File: config.mk
export PLATFORM = sky130hd
export DESIGN_NAME = display_addr
export DESIGN_NICKNAME = d
export VERILOG_FILES = /design/src/hw/cam_pkg.sv /design/src/hw/decode_pkg.sv /design/src/hw/display_addr.sv
export VERILOG_INCLUDE_DIRS = /design/src /design/src/include
export SDC_FILE = /design/constraint.sdc
export NUM_CORES = 1
export LEC_CHECK = 0
export BUFFER_PORTS_ARGS = -buffer_cell sky130_fd_sc_hd__buf_2
export CAP_MARGIN = 5
export CORE_ASPECT_RATIO = 0.6
export CORE_MARGIN = 3
export CORE_UTILIZATION = 25
export DETAILED_ROUTE_END_ITERATION = 6
export GPL_TIMING_DRIVEN = 1
export PLACE_DENSITY = 0.53
export SLEW_MARGIN = 10
export SYNTH_ARGS = -nofsm -noshare
export SYNTH_HDL_FRONTEND = slang
export SYNTH_SLANG_ARGS = --single-unit
File: constraint.sdc
create_clock -name clk_pixel -period 7.25 [get_ports clk_pixel]
set_input_delay 0.3625 -clock clk_pixel [delete_from_list [all_inputs] [get_ports clk_pixel]]
set_output_delay 0.3625 -clock clk_pixel [all_outputs]
set_load 0.05 [all_outputs]
File: src/include/qr_params.svh
`ifndef QR_PARAMS_SVH
`define QR_PARAMS_SVH

// stored window, a square cut from the 640x480 camera frame
`define QR_WIDTH  480
`define QR_HEIGHT 480

// one bit per stored pixel
`define QR_DEPTH  230400

// frame address, enough for QR_DEPTH entries
`define QR_ADDR_W 18

// census counters, each can reach QR_DEPTH
`define QR_CNT_W  18

// frame store read latency in cycles
// address register plus output register
`define QR_RAM_LAT 2

`endif

File: src/hw/cam_pkg.sv
`include "qr_params.svh"

package cam_pkg;

  // raw 5-6-5 camera pixel, red in the top bits
  typedef struct packed {
    logic [4:0] red;
    logic [5:0] green;
    logic [4:0] blue;
  } rgb565_t;

  typedef logic [10:0] hcount_t;  // column, camera is 640 wide
  typedef logic [9:0]  vcount_t;  // row, camera is 480 tall

  // one recovered camera beat with its position
  typedef struct packed {
    logic    valid;   // single-cycle strobe per pixel
    rgb565_t px;
    hcount_t hcount;
    vcount_t vcount;
  } cam_px_t;

  // row * QR_WIDTH + column
  typedef logic [`QR_ADDR_W-1:0] fb_addr_t;

endpackage

File: src/hw/decode_pkg.sv
`include "qr_params.svh"

package decode_pkg;

  // top level decode progress
  typedef enum logic [1:0] {
    STREAMING = 2'd0,  // camera writes, display reads
    COUNTING  = 2'd1,  // census owns the read port
    FINISHED  = 2'd2   // result held until reset
  } decode_state_t;

  // census of the frozen frame
  typedef struct packed {
    logic [`QR_CNT_W-1:0] black_count;
    logic [`QR_CNT_W-1:0] white_count;
  } census_t;

  // one display pixel after the rotated lookup
  typedef struct packed {
    logic valid;  // point in window and port granted
    logic pixel;  // stored bit, 1 is white
  } disp_px_t;

endpackage

File: src/hw/display_addr.sv
`timescale 1ns/10ps
`include "qr_params.svh"

module display_addr
  import cam_pkg::*;
  import decode_pkg::*;
(
  input  logic     clk_pixel,
  input  logic     sys_rst,
  input  hcount_t  disp_hcount,   // dx
  input  vcount_t  disp_vcount,   // dy
  input  logic     disp_grant,    // read port belongs to the display
  input  logic     rd_bit,        // frame store data
  output fb_addr_t disp_rd_addr,  // rotated lookup address
  output disp_px_t disp_out
);

  logic                   in_win;    // point falls on the stored square
  fb_addr_t               rot_row;   // QR_WIDTH-1-dx
  logic                   addr_vld;  // valid beside disp_rd_addr
  logic [`QR_RAM_LAT-1:0] vld_pipe;  // follows the read through the store

  assign in_win  = (disp_hcount < `QR_WIDTH) && (disp_vcount < `QR_HEIGHT);
  assign rot_row = fb_addr_t'(`QR_WIDTH - 1) - fb_addr_t'(disp_hcount);

  // quarter turn, point (dx, dy) reads column dy of row 479-dx
  always_ff @(posedge clk_pixel) begin
    disp_rd_addr <= rot_row * fb_addr_t'(`QR_WIDTH) + fb_addr_t'(disp_vcount);
  end

  always_ff @(posedge clk_pixel) begin
    if (sys_rst) begin
      addr_vld <= 1'b0;
      vld_pipe <= '0;
    end else begin
      addr_vld <= in_win && disp_grant;
      vld_pipe <= {vld_pipe[`QR_RAM_LAT-2:0], addr_vld};  // match the ram latency
    end
  end

  // pixel forced low when the lookup was not valid
  assign disp_out.valid = vld_pipe[`QR_RAM_LAT-1];
  assign disp_out.pixel = vld_pipe[`QR_RAM_LAT-1] & rd_bit;

  // a lit pixel needs a granted lookup issued three cycles before
  a_disp_masked: assert property (@(posedge clk_pixel) disable iff (sys_rst)
    disp_out.pixel |-> disp_out.valid && $past(disp_grant, `QR_RAM_LAT + 1));

endmodule

After elaboration in Yosys (flattened, before gate mapping) --
Cells that the tools add are included.
Word-level totals: bits in registers 21, input bits 25, output and inout bits 20
Cells by class: add/subtract/negate cells 2, multipliers 1, magnitude comparators 2, bitwise operators 1, reductions and logical operators 2
Operators with widths (number):
- adder 18 x 10 -> 18 bit | 1
- multiplier 18 x 4 -> 13 bit (second input constant) | 1
- subtractor 9 x 11 -> 12 bit (first input constant) | 1
- less-than comparator 11 x 9 -> 1 bit (second input constant) | 1
- less-than comparator 10 x 9 -> 1 bit (second input constant) | 1
- logical AND 1 bit | 2
- bitwise AND 1 bit | 1

Depth between registers and ports, before layout --
Gate-level depths: netlist (run 1).
depth in word-level cells 3, gate-level depth with buffers 15

Worst setup path before layout (run 1) --
No wires, ideal clock.
kind input port to flip-flop, start point input port disp_hcount[2], end point register disp_rd_addr[16], arrival 3.293 ns, data required time 7.132 ns, setup slack 3.838 ns, stages 13, cell sequence inv_1 fa_1 fa_1 inv_1 fa_1 xnor2_1 ha_1 nand2_1 o21ai_0 nand3_1 nor3_1 nand3b_1 xnor2_1
Between the ends: word-level cells in the longest chain between the ends 3
Ends and longest elaborated chain:
- start: declaration | RTL line display_addr.sv:10 | input hcount_t disp_hcount,
- subtractor 9 x 11 -> 12 bit | RTL line display_addr.sv:24 | assign rot_row = fb_addr_t'(`QR_WIDTH - 1) - fb_addr_t'(disp_hcount);
- multiplier 18 x 4 -> 13 bit | RTL line display_addr.sv:28 | disp_rd_addr <= rot_row * fb_addr_t'(`QR_WIDTH) + fb_addr_t'(disp_vcount);
- adder 18 x 10 -> 18 bit | RTL line display_addr.sv:28
- end signal: assignment | RTL line display_addr.sv:28
- end: declaration | RTL line display_addr.sv:14 | output fb_addr_t disp_rd_addr,
No other way between the ends. A chain may end at the register's enable or synchronous reset.

Worst setup path in the final report (run 1) --
Ends and elaborated chain as after synthesis.

==> impl_summary.md, run 1 <==
Run status
The flow ran to the end, and the final reports show no timing, DRC or antenna violations.

Yosys
The complex-gate fraction of the synthesized area is 12.0%. In this run, synthesis produced a sequential element count of 21. Yosys mapped the design onto 42 distinct sky130hd cell types. The synthesized area per cell is 9.76 sq um. During synthesis, Yosys emitted a total of 0 warnings. The cell area after synthesis is 0.00193 sq mm.

Sorting the synthesized cells by how often they occur yields sky130_fd_sc_hd__inv_1 (36), sky130_fd_sc_hd__ha_1 (22), sky130_fd_sc_hd__dfxtp_1 (21), sky130_fd_sc_hd__xnor2_1 (16), sky130_fd_sc_hd__fa_1 (15). The synthesized netlist devotes 15.6% of its cell area to XOR and XNOR gates. The number of enable-type register cells in the synthesized netlist is 0. The area share of the largest cell type after synthesis is 21.8%. In the synthesized netlist, mux cells make up 1.04% of the area. The top flip-flop cell by instance count after synthesis is sky130_fd_sc_hd__dfxtp_1.

Summed over all instances, the cell type with the most area after synthesis is sky130_fd_sc_hd__dfxtp_1. For this run, asynchronously set or reset flops after synthesis account for 0%. The dominant cell by count in the synthesized netlist is sky130_fd_sc_hd__inv_1. The adder and majority gate portion of the synthesized area is 29.8%. The count of mapped cells out of synthesis is 198. The dominant combinational cell family by area after synthesis is adder cells.

The area fraction in and, or, nand and nor cells after synthesis is 11.8%. The share of the yosys chip area belonging to registers is 21.8%. The number of nets produced by synthesis is 260. Yosys attributes the largest share of cell area to sky130_fd_sc_hd__dfxtp_1 (22%), sky130_fd_sc_hd__fa_1 (16%), sky130_fd_sc_hd__ha_1 (14%), sky130_fd_sc_hd__xnor2_1 (7.3%), sky130_fd_sc_hd__inv_1 (7.0%).

Clocking
In this run the number of H-tree levels came out at 1. TritonCTS built the clock tree. Gates resized during post-CTS repair numbered 0. The maximum buffer depth of the clock tree is 2. The insertion delay to the later sink of the worst-skew pair is 0.25 ns.

The post-cts hold buffer count is 0. In this run the post-CTS setup repair buffer count came out at 0. The number of sinks driven by the clock tree is 21. The CTS root buffer is sky130_fd_sc_hd__clkbuf_16. Clock tree synthesis inserted a total of 3 buffers.

The clock-pin slew on the worst setup and hold paths is 0.06 ns.

STA
The tightest hold margin is 0.211 ns. Setup repair after global routing left no endpoint under its margin. Setup violations remaining at the end of the flow were counted as 0.

The final worst-path cycle share is 47.9%. The hold violation total from the final report is 0. In this run the tightest slew margin relative to its limit is 71.0%. The minimum period implied by the final worst setup slack is 3.47 ns. Across the routed clock network, the largest skew measured is 0.00301 ns. The max-slew violation count is 0. At the pin with the least slew margin, the transition time is 0.435 ns.

Static timing analysis puts the maximum clock frequency at 288 MHz. Summed over all failing endpoints, the final setup total negative slack is 0 ns.

Pwr
The clock network burns 12.7% of the power. Cell internal power was estimated by the tool at 458 uW. The overall power is 891 uW. In this run, flip-flops and latches consume 18.4% of the power. The worst-case IR drop observed on VDD is 0.000106 V.

For this design the ratio of total power to cell area is 380 mW/mm^2. The analysis attributes to cell leakage a power of 1.16 nW. The net switching power is 433 uW.

Net switching is 48.6% of the power. Per report_power, the combinational group accounts for 68.8% of the total.

Worst setup path
The most critical setup path has its startpoint at disp_hcount[2]. The delay contributed by the slowest stage of the critical path is 0.52 ns. The source of the worst register-to-register timing path is vld_pipe[0]$_SDFF_PP0_. The most numerous cell type found on the critical path is sky130_fd_sc_hd__fa_1. The nature of the critical path startpoint is an input port. The library cell contributing the largest single delay on the critical path is sky130_fd_sc_hd__fa_1. By startpoint and endpoint, the worst setup path is classified as input port to flop. The kind of cell adding the most delay to the critical path is adder cells. The data arrival time at the worst-slack endpoint is 3.61 ns. Counting both buffers and inverters, the worst setup path holds a total of 3. Data on the critical path is required at its endpoint by 7.39 ns. The signal on the critical path passes through buf_2 > inv_1 > fa_1 > fa_1 > inv_1 > fa_1 > xnor2_1 > ha_1 > nand2_1 > o21ai_0 > nand3_1 > nor3_1 > nand3b_1 > xnor2_1. The worst setup path is captured at a flop.

Along the worst path, the maximum fanout reaches 4.

GRT
The number of global-route vias before repair is 1371. The initial antenna violation count is 0. The all-layer global routing usage is 8.38%.

The leftover overflow at the end of global routing is 0. Entering global routing, the biggest net connects 13 pins. The wire length of the first global-routing pass is 6220 um.

Final layout
The combined area of the multi-input logic cells is 0.00136 sq mm. Summing all flip-flop and latch instances after layout gives 420 sq um. The final standard cell utilization of the core is 31.7%. The repair_antennas step left the layout with diodes totalling 0.

The count of fill cells added during filler insertion is 805. The number of cells in the finished layout apart from fillers is 348. Compared with the post-synthesis result, the final layout area differs by 21.3%. The final net count is 307. The fraction of final layout cells with drive strength greater than 1 is 25.8%.

Drt
The via density per instance is 4.00. The pre-antenna-repair detailed-routing pass consisted of 4 iterations. The number of DRC markers after the initial detailed-route iteration is 50. The detailed-route wire length is 3510 um. After detailed routing, the average wire length per cell comes to 10.1 um.

The number of DRC violations after detailed routing is 0. The count of nets left with antenna violations once routing finished came out at 0. The number of vias after detailed routing is 1392.

Floorplan
The number of primary I/O pins is 45. The area enclosed by the die boundary is 0.00885 sq mm. The die is 119 um wide. The initial core utilization is 26.2%. In this run the core area contains 24 standard-cell rows. The chip height is 74.1 um. The floorplan step defined a core boundary enclosing 0.00739 sq mm.

Run
The total of max-cap violations is 0.

Place
The number of port buffers is 44. The number of placed instances, taps included, is 344. The wire-length estimate of the detail-placed layout is 3130 um.

The weighted congestion at the end of routability-driven global placement is 0.749.

Hold path
The type of the tightest min-delay check is input port to flop. The startpoint of the most critical hold path is disp_vcount[3].
==> layer usage <==
metal	share of wire [%]	up-vias	GRT usage, %
li1	-	736	-
met1	56	618	12.6
met2	36	38	12.3
met3	7.7	0	2.05
met4	0	0	1.52
met5	0	-	0
==> registers in the layout (all words and copies together) (netlist names) <==
register and flops:
addr_vld 1, disp_rd_addr 18, vld_pipe 2
==> area by class of cell <==
class | count | share of cell area, %
inverters | 36 | 5.77
repair buffers | 44 | 9.40
multi-input cells | 139 | 57.9
clock inverters | 1 | 0.214
flip-flops and latches | 21 | 17.9
well taps | 104 | 5.55
clock buffers | 3 | 3.20
==> cell families after synthesis <==
| group | after synthesis |
|---|---|
| buffers and inverters | 38 |
| and+or+nand+nor | 38 |
| adders and majority gates | 37 |
| AOI/OAI and AO/OA | 31 |
| xor gates and xnor gates | 31 |
| DFF | 21 |
| muxes | 2 |
==> power by group through the flow <==
stage / sequential [mW] / clock, mW / combinational (mW)
after floorplan: 0.291 / 0 / 0.384
after global placement: 0.167 / 0 / 0.614
after detailed placement: 0.168 / 0 / 0.619
after CTS: 0.166 / 0.117 / 0.622
after global routing: 0.169 / 0.124 / 0.689
final: 0.164 / 0.114 / 0.613
==> stage by stage <==
stage               area (sq um)  setup slack [ns]
CTS                         2340              3.76
finish                      2340              3.78
global route                2340              3.51
detailed placement          2260              3.50
global placement            2260              3.59
floorplan                   1930              3.84
==> cell usage in the layout (no fill, tap or decap), types with 4 or more instances in the layout <==
master / n
sky130_fd_sc_hd__a21o_1: 7
sky130_fd_sc_hd__xor2_1: 11
sky130_fd_sc_hd__xnor2_1: 16
sky130_fd_sc_hd__inv_1: 36
sky130_fd_sc_hd__dfxtp_1: 21
sky130_fd_sc_hd__nor2_1: 7
sky130_fd_sc_hd__ha_1: 22
sky130_fd_sc_hd__a21oi_1: 11
sky130_fd_sc_hd__o21ai_0: 4
sky130_fd_sc_hd__nand3_1: 5
sky130_fd_sc_hd__buf_2: 44
sky130_fd_sc_hd__fa_1: 15
==> worst paths after layout <==
check | slack (ns) | cells after the start | endpoint
worst max-delay path | 3.78 | 14 | disp_rd_addr[16]$_DFF_P_
worst min-delay path | 0.21 | 1 | disp_rd_addr[3]$_DFF_P_
worst max register to register | 6.75 | 1 | vld_pipe[1]$_SDFF_PP0_
worst min register to register | 0.43 | 1 | vld_pipe[0]$_SDFF_PP0_
(Power assumes the default switching activity.)
==> run 2: changes to the inputs <==
==> constraint.sdc (replaced) <==
create_clock -name clk_pixel -period 3.6 [get_ports clk_pixel]
set_input_delay 0.18 -clock clk_pixel [delete_from_list [all_inputs] [get_ports clk_pixel]]
set_output_delay 0.18 -clock clk_pixel [all_outputs]
set_load 0.05 [all_outputs]
==> run 2 against run 1 <==
Non-clock buffer count is 2 higher. Setup slack lost 3.4 ns. First-iteration DRC count rose by 8.0%. Via count is 2.2% higher. Cell count rose by 0.57%. Core utilization increased by 0.19 points. Sequential power increased by 100%. Critical path depth unchanged. Combinational power increased by 100%. Routed wire length is 1.3% lower. Clock power up 96%. Largest power group unchanged.
==> impl_summary.md, run 2 (synthesized netlist as in run 1, its figures left out) <==
Clocking
Once the clock tree was built, the setup fixing pass inserted 0 buffers. TritonCTS built the clock tree. At the later pin of the worst-skew pair, clock insertion delay measures 0.24 ns. The CTS root buffer is sky130_fd_sc_hd__clkbuf_16. The number of hold buffers added after CTS was 0. The number of sinks driven by the clock tree is 21. In this run, post-CTS repair resized a total of 0 instances. The clock buffer count from CTS is 3. The maximum buffer depth of the clock tree is 2. In this run the number of H-tree levels came out at 1. The clock-pin slew on the worst setup and hold paths is 0.05 ns.

Pwr
The maximum vdd ir drop is 0.000218 V. The net switching power is 868 uW. The combinational share of power is 69.3%.

Per report_power, the clock group accounts for 12.4% of the total. Sequential cells account for 18.2% of the total power. For this design the ratio of total power to cell area is 766 mW/mm^2.

The cell-internal power is 938 uW. The share of total power consumed by net switching is 48.1%. The leakage power is 1.17 nW.

Hold path
The startpoint identified for the worst hold timing path is disp_vcount[4]. The type of the tightest min-delay check is input port to flop.

STA
For this run, the top clock speed supported by timing is 306 MHz. The hold violation total from the final report is 0. The minimum period implied by the final worst setup slack is 3.27 ns. The slew at the pin closest to its max-slew limit is 0.425 ns. Clock skew on the completed layout was measured at 0.000403 ns. The setup TNS is 0 ns. Setup repair after global routing left no endpoint under its margin.

After layout, the worst path uses 90.8% of the clock period. Setup violations remaining at the end of the flow were counted as 0. In this run the tightest slew margin relative to its limit is 71.7%.

The max-slew violation count is 0.

Floorplan
The number of rows created at floorplan is 24. The initial utilization of the core area, before any placement, comes to 26.2%. Measured along the y axis, the die boundary spans 74.1 um.

The region available for standard cell placement spans 0.00739 sq mm. The number of primary I/O pins is 45. The area enclosed by the die boundary is 0.00885 sq mm.

The die is 119 um wide.

Final layout
The signed area change from the synthesized netlist to the final layout is 22.0%. The number of flip-flops under the largest register name is 18. The finished cells cover 0.00236 sq mm. The repair_antennas step left the layout with diodes totalling 0. The count of fill cells added during filler insertion is 788. The top cell types in the final layout, fill and taps aside, are sky130_fd_sc_hd__buf_2 (44), sky130_fd_sc_hd__inv_1 (36), sky130_fd_sc_hd__ha_1 (22), sky130_fd_sc_hd__dfxtp_1 (21), sky130_fd_sc_hd__xnor2_1 (16). The post-route netlist has 26.0% of its cells at a drive strength greater than 1.

Leaving out fill and tap cells, the most frequent cell in the layout is sky130_fd_sc_hd__buf_2. The largest registers in the layout are disp_rd_addr (18), vld_pipe (2), addr_vld (1). The register with the highest flop count is disp_rd_addr. At the end of the flow the core is filled with cells to 31.9%. The net count of the finished layout is 309.

Worst setup path
Data arrives at the worst endpoint at 3.40 ns. The most critical setup path has its startpoint at disp_hcount[2]. The worst setup path is launched from an input port.

The setup path with the least slack is of type input port to flop. The startpoint identified for the worst register-to-register timing path is vld_pipe[0]$_SDFF_PP0_. The data required time of the critical path is 3.73 ns. The largest fanout on the critical path is 4. The type of element capturing the critical path is a flop.

GRT
The number of global-route vias before repair came to 1449. The pin count of the biggest net entering global routing is 12. The first global-routing pass estimated 6350 um of wire. The leftover overflow at the end of global routing is 0. The initial antenna violation count is 0. The all-layer global routing usage is 8.56%.

Place
The area of placed instances is 0.00228 sq mm. The HPWL after detailed placement is 3140 um. The weighted congestion at the end of routability-driven global placement is 0.788. The number of port buffers is 44.

Drt
The number of vias after detailed routing is 1423. In this run, the number of DRC markers left after iteration 0 of detailed routing was 54. Dividing the detail-routed via count by the number of cells gives 4.07. The detailed-route wire length is 3470 um.

The first TritonRoute pass finished after 4 iterations. Dividing the detail-routed wire length by the instance count gives 9.90 um. In this run the remaining antenna-violating nets after routing total 0.

After detailed routing, the number of remaining DRC violations is 0.

Run
Max-cap violations in this run came to 0.

Run status
The run finished with clean final reports.
run 2: cell count changes in the layout (fill, tap and decap cells not counted), sizes merged:
cell,delta
clkbuf,+1
clkinv,-1
buf,+2
run 2: per-layer routing:
metal | global-route usage, % | up-vias | share of wire, %
li1 | - | 738 | -
met1 | 12.4 | 645 | 55
met2 | 13.3 | 38 | 37
met3 | 1.67 | 2 | 7.3
met4 | 1.90 | 0 | 0.58
met5 | 0 | - | 0
run 2: power by group through the flow:
stage / registers, mW / logic [mW] / clock network, mW
after global routing: 0.337 / 1.41 / 0.242
after floorplan: 0.586 / 0.774 / 0
final: 0.329 / 1.25 / 0.224
after detailed placement: 0.336 / 1.26 / 0
after global placement: 0.336 / 1.26 / 0
after CTS: 0.332 / 1.27 / 0.234
run 2: critical path, cell delays in order:
cell	delay (ns)
sky130_fd_sc_hd__buf_2	0.09
sky130_fd_sc_hd__inv_1	0.17
sky130_fd_sc_hd__fa_1	0.48
sky130_fd_sc_hd__fa_1	0.52
sky130_fd_sc_hd__inv_1	0.06
sky130_fd_sc_hd__fa_1	0.42
sky130_fd_sc_hd__xnor2_1	0.15
sky130_fd_sc_hd__ha_1	0.35
sky130_fd_sc_hd__nand2_1	0.08
sky130_fd_sc_hd__o21ai_0	0.22
sky130_fd_sc_hd__nand3_1	0.15
sky130_fd_sc_hd__nor3_1	0.26
sky130_fd_sc_hd__nand3b_1	0.13
sky130_fd_sc_hd__xnor2_1	0.14
run 2: final timing paths:
path	to	slack [ns]	depth (start not counted)
max reg2reg	vld_pipe[1]$_SDFF_PP0_	3.09	1
min reg2reg	vld_pipe[0]$_SDFF_PP0_	0.44	1
min	disp_rd_addr[4]$_DFF_P_	0.03	1
max	disp_rd_addr[16]$_DFF_P_	0.33	14
run 2: per-stage QoR:
| stage | setup slack (ns) | hold slack [ns] | instances | power, mW |
|---|---|---|---|---|
| floorplan | 0.371 | 0.208 | 198 | 1.36 |
| detailed placement | 0.0534 | 0.285 | 346 | 1.60 |
| CTS | 0.309 | 0.0301 | 350 | 1.84 |
| global route | 0.0640 | 0.0320 | 350 | 1.99 |
| finish | 0.330 | 0.0333 | 350 | 1.81 |
| global placement | 0.153 | 0.284 | 346 | 1.59 |
run 2: cell type report:
| cell class | count | area, sq um | share of cell area (%) |
|---|---|---|---|
| inverter | 36 | 135 | 5.73 |
| multi-input combinational | 139 | 1360 | 57.6 |
| sequential | 21 | 420 | 17.8 |
| clock buffer | 4 | 78.8 | 3.34 |
| timing repair buffer | 46 | 235 | 9.98 |
| tap | 104 | 130 | 5.52 |
==> run 3: changes to the inputs <==
--- a/config.mk
+++ b/config.mk
@@ -13,7 +13,6 @@
 export CORE_UTILIZATION = 25
 export DETAILED_ROUTE_END_ITERATION = 6
 export GPL_TIMING_DRIVEN = 1
-export PLACE_DENSITY = 0.53
 export SLEW_MARGIN = 10
 export SYNTH_ARGS = -nofsm -noshare
 export SYNTH_HDL_FRONTEND = slang
==> run 3 against run 2 <==
Total power hardly changed. Die area unchanged. Core utilization increased by 0.19 points. Non-clock buffer count rose by 1. Setup slack improved by 0.036 ns. Design area up 0.58%. Largest cell class unchanged.
==> impl_summary.md, run 3 (synthesized netlist as in run 1, its figures left out) <==
Run status
The run finished with clean final reports.

Final layout
The signed area change from the synthesized netlist to the final layout is 22.7%. In the final layout, the registers with the most flip-flops are disp_rd_addr (18), vld_pipe (2), addr_vld (1). Cells with a size suffix above 1 make up 27.1% of the layout.

The register with the most flip-flops in the layout has 18 of them. The final net count is 310. 0 antenna diodes ended up in the layout.

Cells fill 32.1% of the core in the end. The most common cell after layout, fill and taps aside is sky130_fd_sc_hd__buf_2. The register with the most flip-flops in the final layout is disp_rd_addr. In the layout the commonest cells are sky130_fd_sc_hd__buf_2 (44), sky130_fd_sc_hd__inv_1 (36), sky130_fd_sc_hd__ha_1 (22), sky130_fd_sc_hd__dfxtp_1 (21), sky130_fd_sc_hd__xnor2_1 (16).

Worst setup path
The worst setup path is of the input port to flop kind. Data arrives at the worst endpoint at 3.36 ns. The nature of the critical path startpoint is an input port.

The signal on the critical path passes through buf_2 > inv_1 > fa_1 > fa_1 > inv_1 > fa_1 > inv_1 > ha_1 > a21oi_1 > nor2b_1 > o21a_1 > and3_1 > and2_4 > xor2_1. The buffering stage count on the worst path with inverters included is 4. STA classifies the critical path endpoint as a flop. The delay contributed by the slowest stage of the critical path is 0.52 ns. Broken down by cell family, the worst path's largest delay share belongs to adder cells. The data required time of the critical path is 3.72 ns. The largest fanout on the critical path is 4.

The library cell contributing the largest single delay on the critical path is sky130_fd_sc_hd__fa_1.

GRT
The total overflow left after global routing is 0. The pin count of the biggest net entering global routing is 13. The initial antenna violation count is 0. The number of global-route vias before repair was 1388.

The first global-routing pass estimated 6300 um of wire. The all-layer global routing usage is 8.79%.

Place
The number of port buffers is 44. The detailed placement HPWL is 3270 um. The worst setup slack before clock tree synthesis is 0.0463 ns. At the end of routability-driven placement, the weighted congestion stood at 0.725.

Floorplan
From left edge to right edge, the die measures 119 um. The chip height is 74.1 um. The number of primary I/O pins is 45. The core region is 0.00739 sq mm.

The area enclosed by the die boundary is 0.00885 sq mm. After floorplanning, the core was divided into 24 placement rows. The initial core utilization is 26.2%.

Run
The total of max-cap violations is 0.

Pwr
The power density of the placed cells is 762 mW/mm^2. The leakage power is 1.18 nW. VDD sags by at most 0.000261 V.

Overall power consumption after layout is estimated at 1.81 mW.

Clocking
The buffers inserted during post-CTS setup optimization is 0. CTS placed an instance of sky130_fd_sc_hd__clkbuf_16 at the clock tree root. Once the clock tree was built, the resizer swapped 0 gates to a different size. The clock reaches the later pin of the worst-skew pair after 0.24 ns.

TritonCTS built the clock tree. The maximum buffer depth of the clock tree is 2. The clock-pin slew on the worst setup and hold paths is 0.05 ns.

The clock buffer count from CTS is 3. For this design, the CTS-stage hold fixing added 0 buffers. The number of sinks driven by the clock tree is 21. CTS built an H-tree with a depth of 1.

STA
Adding up every negative setup slack in the final design gives 0 ns. At the pin with the least slew margin, the transition time is 0.432 ns. The minimum period implied by the final worst setup slack is 3.23 ns. The hold violation total from the final report came to 0. Setup violations remaining at the end of the flow were counted as 0. Derived from the worst setup path, the maximum achievable clock frequency is 309 MHz. The max-slew violation count came to 0. Setup repair after global routing left no endpoint under its margin. The relative slew slack is 71.2%. Across the routed clock network, the largest skew measured is 0.000335 ns. After layout, the worst path uses 89.8% of the clock period. The worst path meets setup with 0.366 ns of slack.

Drt
The first-pass detailed-route iteration total is 4. The number of DRC violations after detailed routing is 0. Detailed routing inserted a total of 1435 vias. For this block, the initial DRC count from the detailed router was 48. The detail-routed net length per standard cell is 10.3 um. The detail route stage leaves a number of antenna-violating nets equal to 0. The detailed-route wire length is 3610 um. The via density per instance is 4.09.

Hold path
The type of the tightest min-delay check is input port to flop.
## run 3: path summary, 6_finish.rpt
kind	end	from	cells after the start	slack [ns]
setup / recovery	disp_rd_addr[15]$_DFF_P_	disp_hcount[2]	14	0.37
hold / removal	disp_rd_addr[4]$_DFF_P_	disp_vcount[4]	1	0.03
setup reg to reg	vld_pipe[1]$_SDFF_PP0_	vld_pipe[0]$_SDFF_PP0_	1	3.09
hold reg to reg	vld_pipe[0]$_SDFF_PP0_	addr_vld$_SDFF_PP0_	1	0.44
## run 3: report_power, final
group / leakage (nW) / switching (mW) / total [mW] / internal (mW)
Sequential: 0.176 / 0.0140 / 0.328 / 0.314
Combinational: 0.959 / 0.779 / 1.26 / 0.476
Clock: 0.0409 / 0.0754 / 0.224 / 0.149
## run 3: routing by layer
layer / up-vias / global-route usage [%] / part of all wire [%]
li1: 742 / - / -
met1: 653 / 13.3 / 56
met2: 38 / 12.9 / 38
met3: 2 / 1.60 / 5.4
met4: 0 / 2.28 / 0.94
met5: - / 0 / 0
## run 3: layout make-up
class                           instances  area, sq um
Timing Repair Buffer                   47          243
Tap cell                              104          130
Fill cell                             807         5020
Clock inverter                          1         5.00
Inverter                               36          135
Clock buffer                            3         75.1
Multi-Input combinational cell        139         1360
Sequential cell                        21          420
## run 3: per-stage QoR
step           area, sq um  instances  hold slack [ns]
2_1_floorplan         1930        198            0.208
3_3_place_gp          2290        347            0.284
3_5_place_dp          2290        347            0.284
4_1_cts               2370        351           0.0269
5_1_grt               2370        351           0.0198
6_report              2370        351           0.0317
